===== src/hdl/dram_traffic_pkg.sv =====
package dram_traffic_pkg;

    // burst address width with one address per 128-bit memory word
    parameter int ADDR_W = 24;

    // memory word width
    parameter int DATA_W = 128;

    // wrapping activity counter width
    parameter int COUNT_W = 16;

    typedef logic [ADDR_W-1:0] mem_addr_t;
    typedef logic [DATA_W-1:0] mem_data_t;
    typedef logic [COUNT_W-1:0] count_t;

    // operation carried by one memory request
    typedef enum logic {
        MEM_READ  = 1'b0,
        MEM_WRITE = 1'b1
    } mem_op_e;

    // arbiter phases
    // load takes write beats, play takes read addresses,
    // wait holds a request on the bus until stall drops
    typedef enum logic [1:0] {
        ARB_LOAD = 2'd0,
        ARB_PLAY = 2'd1,
        ARB_WAIT = 2'd2
    } arb_state_e;

endpackage


===== src/hdl/req_track_if.sv =====
interface req_track_if;

    // pulses in the cycle the memory bus accepts a request
    logic issue;
    // op and address of the accepted request
    dram_traffic_pkg::mem_op_e op;
    dram_traffic_pkg::mem_addr_t addr;
    // outstanding plus buffered responses at depth
    logic full;

    modport arbiter (
        output issue,
        output op,
        output addr,
        input  full
    );

    modport tracker (
        input  issue,
        input  op,
        input  addr,
        output full
    );

endinterface


===== src/hdl/request_arbiter.sv =====
module request_arbiter #(
    parameter int TRACK_DEPTH = 4
) (
    input  logic                        clk_dram_ctrl,
    input  logic                        rst,

    input  logic                        i_wr_valid,
    input  dram_traffic_pkg::mem_data_t i_wr_data,
    input  logic                        i_wr_last,
    output logic                        o_wr_ready,

    input  logic                        i_rd_addr_valid,
    input  dram_traffic_pkg::mem_addr_t i_rd_addr,
    output logic                        o_rd_addr_ready,

    output logic                        o_mem_en,
    output logic                        o_mem_we,
    output dram_traffic_pkg::mem_addr_t o_mem_addr,
    output dram_traffic_pkg::mem_data_t o_mem_wdata,
    input  logic                        i_mem_busy,

    output logic                        o_load_complete,

    req_track_if.arbiter                trk
);

    dram_traffic_pkg::arb_state_e state;
    dram_traffic_pkg::arb_state_e next_state;
    dram_traffic_pkg::mem_op_e    req_op;
    dram_traffic_pkg::mem_addr_t  wr_addr;
    logic                         wr_ready_q;
    logic                         rd_ready_q;
    logic                         pending_last;
    logic                         wr_fire;
    logic                         rd_fire;
    logic                         bus_accept;

    // registered phase enables gated by tracker space
    assign o_wr_ready      = wr_ready_q && !trk.full;
    assign o_rd_addr_ready = rd_ready_q && !trk.full;

    assign wr_fire    = i_wr_valid && o_wr_ready;
    assign rd_fire    = i_rd_addr_valid && o_rd_addr_ready;
    // stall low while strobe is up takes the request
    assign bus_accept = o_mem_en && !i_mem_busy;

    assign o_mem_we = (req_op == dram_traffic_pkg::MEM_WRITE);

    // record every accepted request for the tracker
    assign trk.issue = bus_accept;
    assign trk.op    = req_op;
    assign trk.addr  = o_mem_addr;

    always_comb begin
        next_state = state;
        case (state)
            dram_traffic_pkg::ARB_LOAD: begin
                if (wr_fire) begin
                    next_state = dram_traffic_pkg::ARB_WAIT;
                end
            end
            dram_traffic_pkg::ARB_PLAY: begin
                if (rd_fire) begin
                    next_state = dram_traffic_pkg::ARB_WAIT;
                end
            end
            dram_traffic_pkg::ARB_WAIT: begin
                // back to loading unless the last beat just went out
                if (bus_accept) begin
                    next_state = (o_load_complete || pending_last) ?
                                 dram_traffic_pkg::ARB_PLAY : dram_traffic_pkg::ARB_LOAD;
                end
            end
            default: begin
                next_state = dram_traffic_pkg::ARB_LOAD;
            end
        endcase
    end

    always_ff @(posedge clk_dram_ctrl) begin
        if (rst) begin
            state           <= dram_traffic_pkg::ARB_LOAD;
            wr_ready_q      <= 1'b0;
            rd_ready_q      <= 1'b0;
            o_mem_en        <= 1'b0;
            o_load_complete <= 1'b0;
            pending_last    <= 1'b0;
            wr_addr         <= '0;
        end else begin
            state      <= next_state;
            // writes only in load and reads only in play
            wr_ready_q <= (next_state == dram_traffic_pkg::ARB_LOAD);
            rd_ready_q <= (next_state == dram_traffic_pkg::ARB_PLAY);
            if (wr_fire || rd_fire) begin
                o_mem_en <= 1'b1;
            end else if (bus_accept) begin
                o_mem_en <= 1'b0;
            end
            // sequential burst addresses from zero
            if (wr_fire) begin
                wr_addr      <= wr_addr + 1'b1;
                pending_last <= i_wr_last;
            end
            // load ends once the last beat leaves on the bus and never clears
            if (bus_accept && pending_last) begin
                o_load_complete <= 1'b1;
                pending_last    <= 1'b0;
            end
        end
    end

    // request fields held until the bus takes them
    always_ff @(posedge clk_dram_ctrl) begin
        if (wr_fire) begin
            req_op      <= dram_traffic_pkg::MEM_WRITE;
            o_mem_addr  <= wr_addr;
            o_mem_wdata <= i_wr_data;
        end else if (rd_fire) begin
            req_op     <= dram_traffic_pkg::MEM_READ;
            o_mem_addr <= i_rd_addr;
        end
    end

endmodule


===== src/hdl/response_tracker.sv =====
module response_tracker #(
    parameter int TRACK_DEPTH = 4
) (
    input  logic                        clk_dram_ctrl,
    input  logic                        rst,

    input  logic                        i_mem_complete,
    input  dram_traffic_pkg::mem_data_t i_mem_rdata,

    output logic                        o_rd_valid,
    output dram_traffic_pkg::mem_addr_t o_rd_addr,
    output dram_traffic_pkg::mem_data_t o_rd_data,
    input  logic                        i_rd_ready,

    req_track_if.tracker                trk
);

    localparam int PTR_W = $clog2(TRACK_DEPTH);
    localparam int CNT_W = PTR_W + 1;

    // issue-order queue of outstanding requests
    dram_traffic_pkg::mem_op_e   op_q   [TRACK_DEPTH];
    dram_traffic_pkg::mem_addr_t addr_q [TRACK_DEPTH];
    // read responses waiting for the read-data stream
    dram_traffic_pkg::mem_addr_t rsp_addr [TRACK_DEPTH];
    dram_traffic_pkg::mem_data_t rsp_data [TRACK_DEPTH];

    logic [PTR_W-1:0] q_wr_ptr;
    logic [PTR_W-1:0] q_rd_ptr;
    logic [PTR_W-1:0] b_wr_ptr;
    logic [PTR_W-1:0] b_rd_ptr;
    logic [CNT_W-1:0] q_count;
    logic [CNT_W-1:0] b_count;
    logic [CNT_W:0]   occupancy;
    logic             rsp_push;
    logic             rsp_pop;

    // oldest entry answers each completion and writes are dropped
    assign rsp_push = i_mem_complete && (op_q[q_rd_ptr] == dram_traffic_pkg::MEM_READ);
    assign rsp_pop  = o_rd_valid && i_rd_ready;

    // one slot per request from issue until its data leaves
    assign occupancy = {1'b0, q_count} + {1'b0, b_count};
    assign trk.full  = (occupancy >= (CNT_W + 1)'(TRACK_DEPTH));

    assign o_rd_valid = (b_count != '0);
    assign o_rd_addr  = rsp_addr[b_rd_ptr];
    assign o_rd_data  = rsp_data[b_rd_ptr];

    always_ff @(posedge clk_dram_ctrl) begin
        if (rst) begin
            q_wr_ptr <= '0;
            q_rd_ptr <= '0;
            b_wr_ptr <= '0;
            b_rd_ptr <= '0;
            q_count  <= '0;
            b_count  <= '0;
        end else begin
            if (trk.issue) begin
                q_wr_ptr <= q_wr_ptr + 1'b1;
            end
            if (i_mem_complete) begin
                q_rd_ptr <= q_rd_ptr + 1'b1;
            end
            // issue and completion can land together
            case ({trk.issue, i_mem_complete})
                2'b10:   q_count <= q_count + 1'b1;
                2'b01:   q_count <= q_count - 1'b1;
                default: q_count <= q_count;
            endcase
            if (rsp_push) begin
                b_wr_ptr <= b_wr_ptr + 1'b1;
            end
            if (rsp_pop) begin
                b_rd_ptr <= b_rd_ptr + 1'b1;
            end
            case ({rsp_push, rsp_pop})
                2'b10:   b_count <= b_count + 1'b1;
                2'b01:   b_count <= b_count - 1'b1;
                default: b_count <= b_count;
            endcase
        end
    end

    // storage arrays
    always_ff @(posedge clk_dram_ctrl) begin
        if (trk.issue) begin
            op_q[q_wr_ptr]   <= trk.op;
            addr_q[q_wr_ptr] <= trk.addr;
        end
        // tag read data with the address it was issued for
        if (rsp_push) begin
            rsp_addr[b_wr_ptr] <= addr_q[q_rd_ptr];
            rsp_data[b_wr_ptr] <= i_mem_rdata;
        end
    end

endmodule


===== src/hdl/activity_counters.sv =====
module activity_counters (
    input  logic                     clk_dram_ctrl,
    input  logic                     rst,

    input  logic                     i_mem_complete,
    input  logic                     i_rd_fire,

    output dram_traffic_pkg::count_t o_complete_count,
    output dram_traffic_pkg::count_t o_rd_count
);

    always_ff @(posedge clk_dram_ctrl) begin
        if (rst) begin
            o_complete_count <= '0;
            o_rd_count       <= '0;
        end else begin
            // every ack from memory for reads and writes alike
            if (i_mem_complete) begin
                o_complete_count <= o_complete_count + 1'b1;
            end
            // read data actually taken by the consumer
            if (i_rd_fire) begin
                o_rd_count <= o_rd_count + 1'b1;
            end
        end
    end

endmodule


===== src/hdl/dram_traffic_top.sv =====
module dram_traffic_top #(
    parameter int TRACK_DEPTH = 4
) (
    input  logic                        clk_dram_ctrl,
    input  logic                        rst,

    // sample load stream
    input  logic                        i_wr_valid,
    input  dram_traffic_pkg::mem_data_t i_wr_data,
    input  logic                        i_wr_last,
    output logic                        o_wr_ready,

    // playback read addresses
    input  logic                        i_rd_addr_valid,
    input  dram_traffic_pkg::mem_addr_t i_rd_addr,
    output logic                        o_rd_addr_ready,

    // tagged read data
    output logic                        o_rd_valid,
    output dram_traffic_pkg::mem_addr_t o_rd_addr,
    output dram_traffic_pkg::mem_data_t o_rd_data,
    input  logic                        i_rd_ready,

    // memory request bus
    output logic                        o_mem_en,
    output logic                        o_mem_we,
    output dram_traffic_pkg::mem_addr_t o_mem_addr,
    output dram_traffic_pkg::mem_data_t o_mem_wdata,
    input  logic                        i_mem_busy,
    input  logic                        i_mem_complete,
    input  dram_traffic_pkg::mem_data_t i_mem_rdata,

    // status
    output logic                        o_load_complete,
    output dram_traffic_pkg::count_t    o_complete_count,
    output dram_traffic_pkg::count_t    o_rd_count
);

    logic rd_fire;

    // issued request records, arbiter to tracker
    req_track_if trk_if ();

    // read-data handshake for the delivered count
    assign rd_fire = o_rd_valid && i_rd_ready;

    request_arbiter #(
        .TRACK_DEPTH     (TRACK_DEPTH)
    ) u_arbiter (
        .clk_dram_ctrl   (clk_dram_ctrl),
        .rst             (rst),
        .i_wr_valid      (i_wr_valid),
        .i_wr_data       (i_wr_data),
        .i_wr_last       (i_wr_last),
        .o_wr_ready      (o_wr_ready),
        .i_rd_addr_valid (i_rd_addr_valid),
        .i_rd_addr       (i_rd_addr),
        .o_rd_addr_ready (o_rd_addr_ready),
        .o_mem_en        (o_mem_en),
        .o_mem_we        (o_mem_we),
        .o_mem_addr      (o_mem_addr),
        .o_mem_wdata     (o_mem_wdata),
        .i_mem_busy      (i_mem_busy),
        .o_load_complete (o_load_complete),
        .trk             (trk_if.arbiter)
    );

    response_tracker #(
        .TRACK_DEPTH    (TRACK_DEPTH)
    ) u_tracker (
        .clk_dram_ctrl  (clk_dram_ctrl),
        .rst            (rst),
        .i_mem_complete (i_mem_complete),
        .i_mem_rdata    (i_mem_rdata),
        .o_rd_valid     (o_rd_valid),
        .o_rd_addr      (o_rd_addr),
        .o_rd_data      (o_rd_data),
        .i_rd_ready     (i_rd_ready),
        .trk            (trk_if.tracker)
    );

    activity_counters u_counters (
        .clk_dram_ctrl    (clk_dram_ctrl),
        .rst              (rst),
        .i_mem_complete   (i_mem_complete),
        .i_rd_fire        (rd_fire),
        .o_complete_count (o_complete_count),
        .o_rd_count       (o_rd_count)
    );

endmodule


===== config.mk =====
export PLATFORM = sky130hd
export DESIGN_NAME = dram_traffic_top
export DESIGN_NICKNAME = d
export VERILOG_FILES = /design/src/hdl/dram_traffic_pkg.sv /design/src/hdl/req_track_if.sv /design/src/hdl/request_arbiter.sv /design/src/hdl/response_tracker.sv /design/src/hdl/activity_counters.sv /design/src/hdl/dram_traffic_top.sv
export SDC_FILE = /design/constraint.sdc
export NUM_CORES = 1
export LEC_CHECK = 0
export ABC_AREA = 1
export BUFFER_PORTS_ARGS = -buffer_cell sky130_fd_sc_hd__buf_2
export CAP_MARGIN = 40
export CORE_MARGIN = 10
export CORE_UTILIZATION = 60
export CTS_CLUSTER_SIZE = 24
export DETAILED_ROUTE_END_ITERATION = 8
export PLACE_DENSITY = 0.87
export SYNTH_ARGS = -nofsm -noshare
export SYNTH_HDL_FRONTEND = slang
export SYNTH_SLANG_ARGS = --single-unit

===== constraint.sdc =====
create_clock -name clk_dram_ctrl -period 16.09 [get_ports clk_dram_ctrl]
set_clock_uncertainty 0.15 [all_clocks]
set_input_delay 1.609 -clock clk_dram_ctrl [delete_from_list [all_inputs] [get_ports clk_dram_ctrl]]
set_output_delay 1.609 -clock clk_dram_ctrl [all_outputs]
set_load 0.1 [all_outputs]

# Yosys cells after proc, flatten, opt, wreduce, memory -nomap -nowiden
# Memories as Yosys holds them, arrays and structs flattened. A register that Yosys moved wholly into a read port is not among the register bits.
# Cells that the tools add are included.
word_totals:
  in_bits: 288
  mem_count: 4
  word_cells: 86
  regBits: 230
  ramBits: 708
mem_list:
  columns: ["name", "words", "word_bits", "read_ports", "rd_ports_with_merged_regs", "write_ports", "line", "rtl"]
  rows:
  - ["u_tracker.rsp_data", 4, 128, 1, 1, 1, "response_tracker.sv:26", "dram_traffic_pkg::mem_data_t rsp_data [TRACK_DEPTH];"]
  - ["u_tracker.addr_q", 4, 24, 1, 1, 1, "response_tracker.sv:23", "dram_traffic_pkg::mem_addr_t addr_q [TRACK_DEPTH];"]
  - ["u_tracker.rsp_addr", 4, 24, 1, 1, 1, "response_tracker.sv:25", "dram_traffic_pkg::mem_addr_t rsp_addr [TRACK_DEPTH];"]
  - ["u_tracker.op_q", 4, 1, 1, 1, 1, "response_tracker.sv:22", "dram_traffic_pkg::mem_op_e op_q [TRACK_DEPTH];"]
op_classes:
  eq_ne: 7
  n_bitwise: 1
  n_mux: 23
  n_lt_le_gt_ge: 1
  n_reduce_logical: 20
  addsub: 12
op_table:
  columns: ["op", "n"]
  rows:
  - ["24-bit 2-to-1 mux", 2]
  - ["16-bit by 1-bit adder with 16-bit output, second input constant", 2]
  - ["24-bit by 1-bit adder with 24-bit output, second input constant", 1]
  - ["2-bit 2-to-1 mux", 11]
  - ["3-bit case mux with 2 select lines", 2]
  - ["2-bit by 1-bit adder with 2-bit output, second input constant", 4]
  - ["2-bit by 1-bit equality test with 1-bit output, second input constant", 4]
  - ["1-bit logical AND", 8]
  - ["2-bit nonzero test", 4]
  - ["1-bit 2-to-1 mux", 7]
  - ["3-bit by 1-bit adder with 3-bit output, second input constant", 2]
  - ["2-bit equality test, second input constant", 3]
  - ["2-bit case mux with 3 select lines", 1]
  - ["3-bit by 1-bit subtractor with 3-bit output, second input constant", 2]
  - ["3-bit by 3-bit adder with 4-bit output", 1]
  - ["4-bit by 3-bit greater-or-equal comparator with 1-bit output, second input constant", 1]
  - ["2-bit zero test", 2]
  - ["3-bit nonzero test", 1]
  - ["1-bit zero test", 2]
  - ["1-bit logical OR", 2]
  - ["2-bit OR reduction", 1]
  - ["1-bit NOT", 1]

# Depth between registers and ports, before layout
# Gate-level depths: netlist of the first run.
logic_depth:
  depth_word: 8
  ltp_mapped: 12
  mapped_depth_nobuf: 12

# Cells and area by module
# Synthesis of the first run repeated with hierarchy kept, for this count alone.
unflattened:
  cells_unflattened: 2566
  hier_area_um2: 35410.2
modules_own_cells:
  columns: ["mod", "cells_per_inst", "seq_area_each_um2", "instances", "area_each_um2"]
  rows:
  - ["response_tracker", 1834, 21620.7, 1, 27050.9]
  - ["request_arbiter", 493, 5205.0, 1, 6687.7]
  - ["activity_counters", 237, 640.6, 1, 1664.1]
  - ["dram_traffic_top", 2, 0.0, 1, 7.5]

# Worst setup path before layout of the first run
# Ideal clock, no wire load.
synth_path:
  kind: "input to register"
  from: "input i_mem_complete"
  to: "memory u_tracker.rsp_addr[0][0] in the netlist's numbering (enable)"
  required_ns: 15.274
  path_buffers: 1
  setup_ns: 0.666
  path_slack_ns: 7.040
  path_stages: 3
  t_arrival_ns: 8.233
  cell_sequence: "buf_4 -> nand2_1 -> nor2_1"
synth_via:
  elab_chain_len: 3
synth_lines:
  columns: ["element", "line", "rtl"]
  rows:
  - ["start, declared", "dram_traffic_top.sv:30", "input logic i_mem_complete,"]
  - ["1-bit logical AND", "response_tracker.sv:39", "assign rsp_push = i_mem_complete && (op_q[q_rd_ptr] == dram_traffic_pkg::MEM_READ);"]
  - ["1-bit 2-to-1 mux", "response_tracker.sv:92", "if (rsp_push) begin"]
  - ["1-bit 2-to-1 mux (implied by the code)", "response_tracker.sv:93", "rsp_addr[b_wr_ptr] <= addr_q[q_rd_ptr];"]
  - ["end, declared", "response_tracker.sv:25", null]
# No other way between the ends.

==> results of run 1 <==
area by class of cell:
cell class / count / area, µm² / area share
flip-flops and latches: 942 / 27500 / 0.654
multi-input cells: 1351 / 6570 / 0.156
repair buffers: 661 / 3620 / 0.0862
clock buffers: 118 / 2500 / 0.0596
well taps: 765 / 957 / 0.0228
clock inverters: 46 / 434 / 0.0103
inverters: 103 / 397 / 0.00944
diodes: 17 / 42.5 / 0.00101
critical path: cells and delay by family (launching register included):
| family | cells | cell delay (ns) |
|---|---|---|
| DFF | 1 | 0.49 |
| buffers and inverters | 4 | 2.03 |
| AOI/OAI and AO/OA | 2 | 0.50 |
logic make-up after synthesis:
kind of cell	after synthesis	share of synthesized area
AO/OA/AOI/OAI	636	0.0974
XOR/XNOR	3	0.000749
adder cells (fa/ha/maj)	17	0.00649
buffers and inverters	235	0.0307
flip-flops	942	0.783
AND/OR/NAND/NOR	695	0.0816
flip-flops by register name, summed over array words and instances, names as in the netlist, 2 cells and up, named ones only:
signal and count:
u_tracker.op_q 4, u_tracker.b_rd_ptr 2, u_arbiter.wr_addr 24, u_tracker.addr_q 96, u_tracker.rsp_addr 96, u_counters.o_complete_count 16
u_arbiter.o_mem_addr 24, u_arbiter.o_mem_wdata 128, u_tracker.q_count 3, u_tracker.b_wr_ptr 2, u_tracker.q_wr_ptr 2, u_tracker.q_rd_ptr 2
u_counters.o_rd_count 16, u_tracker.rsp_data 512, u_tracker.b_count 3, u_arbiter.state 2
per-layer routing:
layer | up-vias | share of wire
li1 | 10510 | -
met1 | 11713 | 0.35
met2 | 1412 | 0.52
met3 | 213 | 0.10
met4 | 12 | 0.035
met5 | - | 0.00078
power by group through the flow:
stage | clock network [µW] | logic, µW | registers [µW]
final | 2090 | 2220 | 2870
after detailed placement | 0 | 2200 | 2920
after global routing | 2210 | 2290 | 2880
after global placement | 0 | 2150 | 2910
after floorplan | 0 | 1500 | 3230
after CTS | 2110 | 2220 | 2870
worst paths after layout:
check / slack [ns] / endpoint
hold / removal: 0.31 / flip-flop
setup / recovery: 10.45 / o_rd_data[49]
setup reg to reg: 12.52 / u_tracker.rsp_data[2][100]
hold reg to reg: 0.31 / flip-flop
layout by cell type, fill, tap and decap left out, types with 3 or more instances in the layout:
cell type and n:
clkinv_1 15, clkinv_2 13, clkinvlp_4 6, buf_16 8
a21oi_1 53, diode_2 17, nor3_1 12, ha_1 15
buf_4 18, buf_12 5, nand4_1 9, clkbuf_16 95
o21ai_0 398, edfxtp_1 860, bufinv_16 6, nand3_2 4
o21ai_1 3, o22ai_1 176, inv_1 98, clkbuf_1 19
nor2_2 9, clkinv_4 3, dfxtp_1 80, buf_2 629
nand3_1 36, nand2_1 171, clkbuf_8 4, nor2_4 12
nor2_1 431
metrics by stage:
stage	instance area [µm²]	hold slack (ns)	cells	util
3_5_place_dp	39000	0.293	3822	0.675
3_3_place_gp	38700	0.273	3811	0.670
2_1_floorplan	35100	0.262	2528	-
6_report	42000	0.308	4003	0.727
4_1_cts	42000	0.301	3986	0.726
5_1_grt	42000	0.334	3999	0.726
==> qor.csv, run 1 <==
metric,value,unit
status,"finished, final reports clean",
syn_area_per_cell,13.9,µm²
use_met3,0.0695,
first_pass_iters,6,
grtUsageMet2,0.461,
die_h,262,µm
cts_setup_buffers,0,
hold_viol,0,
core,0.0578,mm²
synth_top_area_frac,0.736,
hold_class,reg2reg,
p_leak,0.0153,µW
synthFlopType,edfxtp_1,
min_path_cells,1,
period_minus_slack,5.64,ns
switching_share,0.400,
p_per_area,171,mW/mm²
cp_data_arrival_time,3.88,ns
p_switching,2870,µW
path_cells,inv_8 -> buf_16 -> buf_4 -> o21ai_0 -> o22ai_1 -> buf_2,
synthCells,2528,
dpl_worst_slack,11.23,ns
dp_hpwl,60.8,mm
ios,630,
hp-start,u_tracker.q_rd_ptr[1],
viasPerCell,5.96,
slew_viol_final,0,
ys_seq_area_frac,0.783,
setup_violations,0,
pwr-share-comb,0.309,
slew-limit-headroom,0.172,
netlist_top_cells_area,"edfxtp_1 74%, o21ai_0 5.7%, nor2_1 4.7%, dfxtp_1 4.7%, o22ai_1 3.1%",
use_met1,0.315,
ant_nets,0,
grt_busiest_layer,met2,
drc,0,
clockPowerShare,0.291,
crit_type,reg2out,
numCtsBuffers,91,
cts_buffer_depth,3,
grt_max_degree,269,
synthArstFlopShare,0,
io_buffers,629,
crit_fanout,179,
required,14.33,ns
insertion_delay,0.64,ns
synth_edf_count,860,
cts_root_buf,clkbuf_16,
area_growth,19.7,%
fin_nets,3455,
synth_common_cells,"860 x edfxtp_1, 439 x nor2_1, 398 x o21ai_0",
finalCritPeriodShare,0.351,
synth_cell_types,39,
start_util,0.607,
dr_total_vias,23860,
cpPeakStageDelay,0.83,ns
num_rows,88,
p_seq_frac,0.400,
grt-ovfl-total,0,
ys_seq_elements,942,
antenna_found_initial,23,
setup_slack,10.45,ns
die_x,262,µm
p_int,4310,µW
worst-slew-pin-transition,1.24,ns
cts_sinks,942,
cp-end-kind,output pin,
maxCapViolCount,0,
clkTransAtPathRegs,0.06,ns
r2r_cells,9,
drt-total-wl,95.4,mm
netlist_area,0.0351,mm²
fmaxAchievable,177,MHz
gp_congestion,0.949,
fin_setup_tns,0,ns
power.total,7180,µW
syn_nets,2833,
cts_hold_buffers,0,
yosys.area.top_type,edfxtp_1,
rsz0062_at_grt,false,
cts_resized,0,
cpMaxStageDelayCell,buf_4,
grt_pass1_vias,23309,
cts_tree,done,
grt.total_usage,0.267,
avgRoutedWirePerCell,23.8,µm
htreeDepth,3,
yosysWarnings,0,
synth_most_common_cell,edfxtp_1,
first_iter_violations,2691,
fill_cells,3490,
drive_gt1_frac,0.258,
die-area,0.0685,mm²
start_kind,flip-flop,
ir_drop,0.136,mV
grt_pass1_wl,139,mm
(Power assumes the default switching activity.)
==> run 2, diff against run 1 <==
--- a/config.mk
+++ b/config.mk
@@ -9,10 +9,10 @@
 export BUFFER_PORTS_ARGS = -buffer_cell sky130_fd_sc_hd__buf_2
 export CAP_MARGIN = 40
 export CORE_MARGIN = 10
-export CORE_UTILIZATION = 60
+export CORE_UTILIZATION = 56
 export CTS_CLUSTER_SIZE = 24
 export DETAILED_ROUTE_END_ITERATION = 8
-export PLACE_DENSITY = 0.87
+export PLACE_DENSITY = 0.82
 export SYNTH_ARGS = -nofsm -noshare
 export SYNTH_HDL_FRONTEND = slang
 export SYNTH_SLANG_ARGS = --single-unit
==> constraint.sdc (replaced) <==
create_clock -name clk_dram_ctrl -period 5.8 [get_ports clk_dram_ctrl]
set_clock_uncertainty 0.15 [all_clocks]
set_input_delay 0.58 -clock clk_dram_ctrl [delete_from_list [all_inputs] [get_ports clk_dram_ctrl]]
set_output_delay 0.58 -clock clk_dram_ctrl [all_outputs]
set_load 0.1 [all_outputs]
==> qor.csv, run 2 (synthesis results as in run 1) <==
metric,value,unit,change
top_register,u_tracker.rsp_data,,
status,"finished, final reports clean",,
core,0.0618,mm²,+7.0%
worst-slew-pin-transition,1.06,ns,-0.184 ns
hold_class,in2reg,,
ir_drop,0.343,mV,+150%
first_pass_iters,6,,unchanged
insertion_delay,0.63,ns,about the same
die-area,0.0730,mm²,+6.6%
cp-end-kind,output pin,,
slew_viol_final,0,,unchanged
period_minus_slack,4.25,ns,
start_kind,flip-flop,,
fin_setup_tns,0,ns,unchanged
final_cell_mix,"860 x edfxtp_1, 629 x buf_2, 431 x nor2_1, 398 x o21ai_0, 232 x dlygate4sd3_1",,
ios,630,,unchanged
cp_data_arrival_time,3.52,ns,-0.36 ns
start_util,0.567,,-0.0395
fmaxAchievable,235,MHz,
io_buffers,629,,unchanged
fin_nets,3686,,+6.7%
grt-ovfl-total,0,,unchanged
drt-total-wl,101,mm,+5.9%
required,5.07,ns,-9.26 ns
first_iter_violations,3065,,+14%
cts_tree,done,,
ant_nets,0,,unchanged
dp_hpwl,60.1,mm,-1.3%
numCtsBuffers,92,,+1.1%
grt_pass1_wl,152,mm,+9.6%
num_rows,91,,+3.4%
p_per_area,457,mW/mm²,+170%
rsz0062_at_grt,false,,
largest_reg_flops,512,,unchanged
cts_sinks,942,,unchanged
finalCritPeriodShare,0.734,,
cts_buffer_depth,3,,unchanged
slew-limit-headroom,0.295,,+0.123
dpl_cell_area,0.0390,mm²,about the same
reg_top3,"u_tracker.rsp_data: 512 flops, u_arbiter.o_mem_wdata: 128 flops",,
dr_total_vias,24866,,+4.2%
cts_resized,0,,unchanged
antenna_found_initial,16,,-30%
hold_viol,0,,unchanged
avgRoutedWirePerCell,23.5,µm,-1.5%
area_growth,26.6,%,
die_x,270,µm,+3.2%
drc,0,,unchanged
grt_max_degree,171,,-36%
hp-start,i_mem_rdata[0],,
drive_gt1_frac,0.241,,-0.0164
gp_congestion,0.898,,-5.3%
cts_setup_buffers,0,,unchanged
viasPerCell,5.78,,-3.0%
cts_root_buf,clkbuf_16,,
die_h,270,µm,+3.2%
p_leak,0.0163,µW,+6.5%
setup_violations,0,,unchanged
crit_fanout,112,,-37%
crit_type,reg2out,,
htreeDepth,3,,unchanged
grt_pass1_vias,25391,,+8.9%
stdcell_area,0.0444,mm²,+5.7%
final_common_cell,edfxtp_1,,
clkTransAtPathRegs,0.06,ns,about the same
cts_hold_buffers,231,,+231
maxCapViolCount,0,,unchanged
grt.total_usage,0.268,,+0.000871
==> run 2: cell count changes in the layout (fill, tap and decap cells not counted), sizes merged <==
cell and delta:
dlygate4sd3 +232, clkinvlp -5, bufinv +4, diode -4
buf -2, inv +2, clkbuf +1
==> run 2: per-layer routing <==
layer | share of wire | GRT usage | up-vias
met5 | 0.00023 | 0 | -
met4 | 0.038 | 0.100 | 6
met3 | 0.097 | 0.0737 | 248
met2 | 0.52 | 0.473 | 1507
met1 | 0.34 | 0.306 | 12127
li1 | - | - | 10978
==> run 2: worst max-delay path, cell delays in order, from the launching register on <==
cell and delay (ns):
dfxtp_4 0.55, inv_8 0.40, buf_16 0.37, buf_4 0.50
o21ai_0 0.20, o22ai_1 0.24, buf_2 0.47
==> run 2: power by group <==
group	leakage [µW]	internal (µW)	total (µW)	switching (µW)
Combinational	0.00632	926	6310	5380
Sequential	0.00848	7810	8000	192
Clock	0.00150	3520	6010	2490
==> run 2: through the flow <==
step                setup WS [ns]  instances   util  power (µW)  hold slack (ns)
floorplan                   -2.22       2528      -       13100            0.262
global placement             2.39       3888  0.630       14100            0.276
detailed placement           2.34       3892  0.631       14200            0.283
CTS                          1.60       4289  0.718       20300         0.000266
global route                 1.37       4301  0.718       20900          0.00283
finish                       1.55       4303  0.718       20300           0.0264
==> run 2: final timing paths <==
kind / end / slack (ns) / cells past startpoint
setup reg to reg: u_tracker.rsp_data[2][82] / 2.74 / 8
setup / recovery: o_rd_data[87] / 1.55 / 6
hold reg to reg: flip-flop / 0.29 / 1
hold / removal: u_tracker.rsp_data[3][0] / 0.03 / 1
==> run 2: area by class of cell <==
cell class	count	area [µm²]
well taps	837	1050
fillers	3657	17400
diodes	13	32.5
inverters	103	397
clock buffers	119	2520
flip-flops and latches	942	27500
multi-input cells	1351	6570
clock inverters	47	519
repair buffers	891	5850
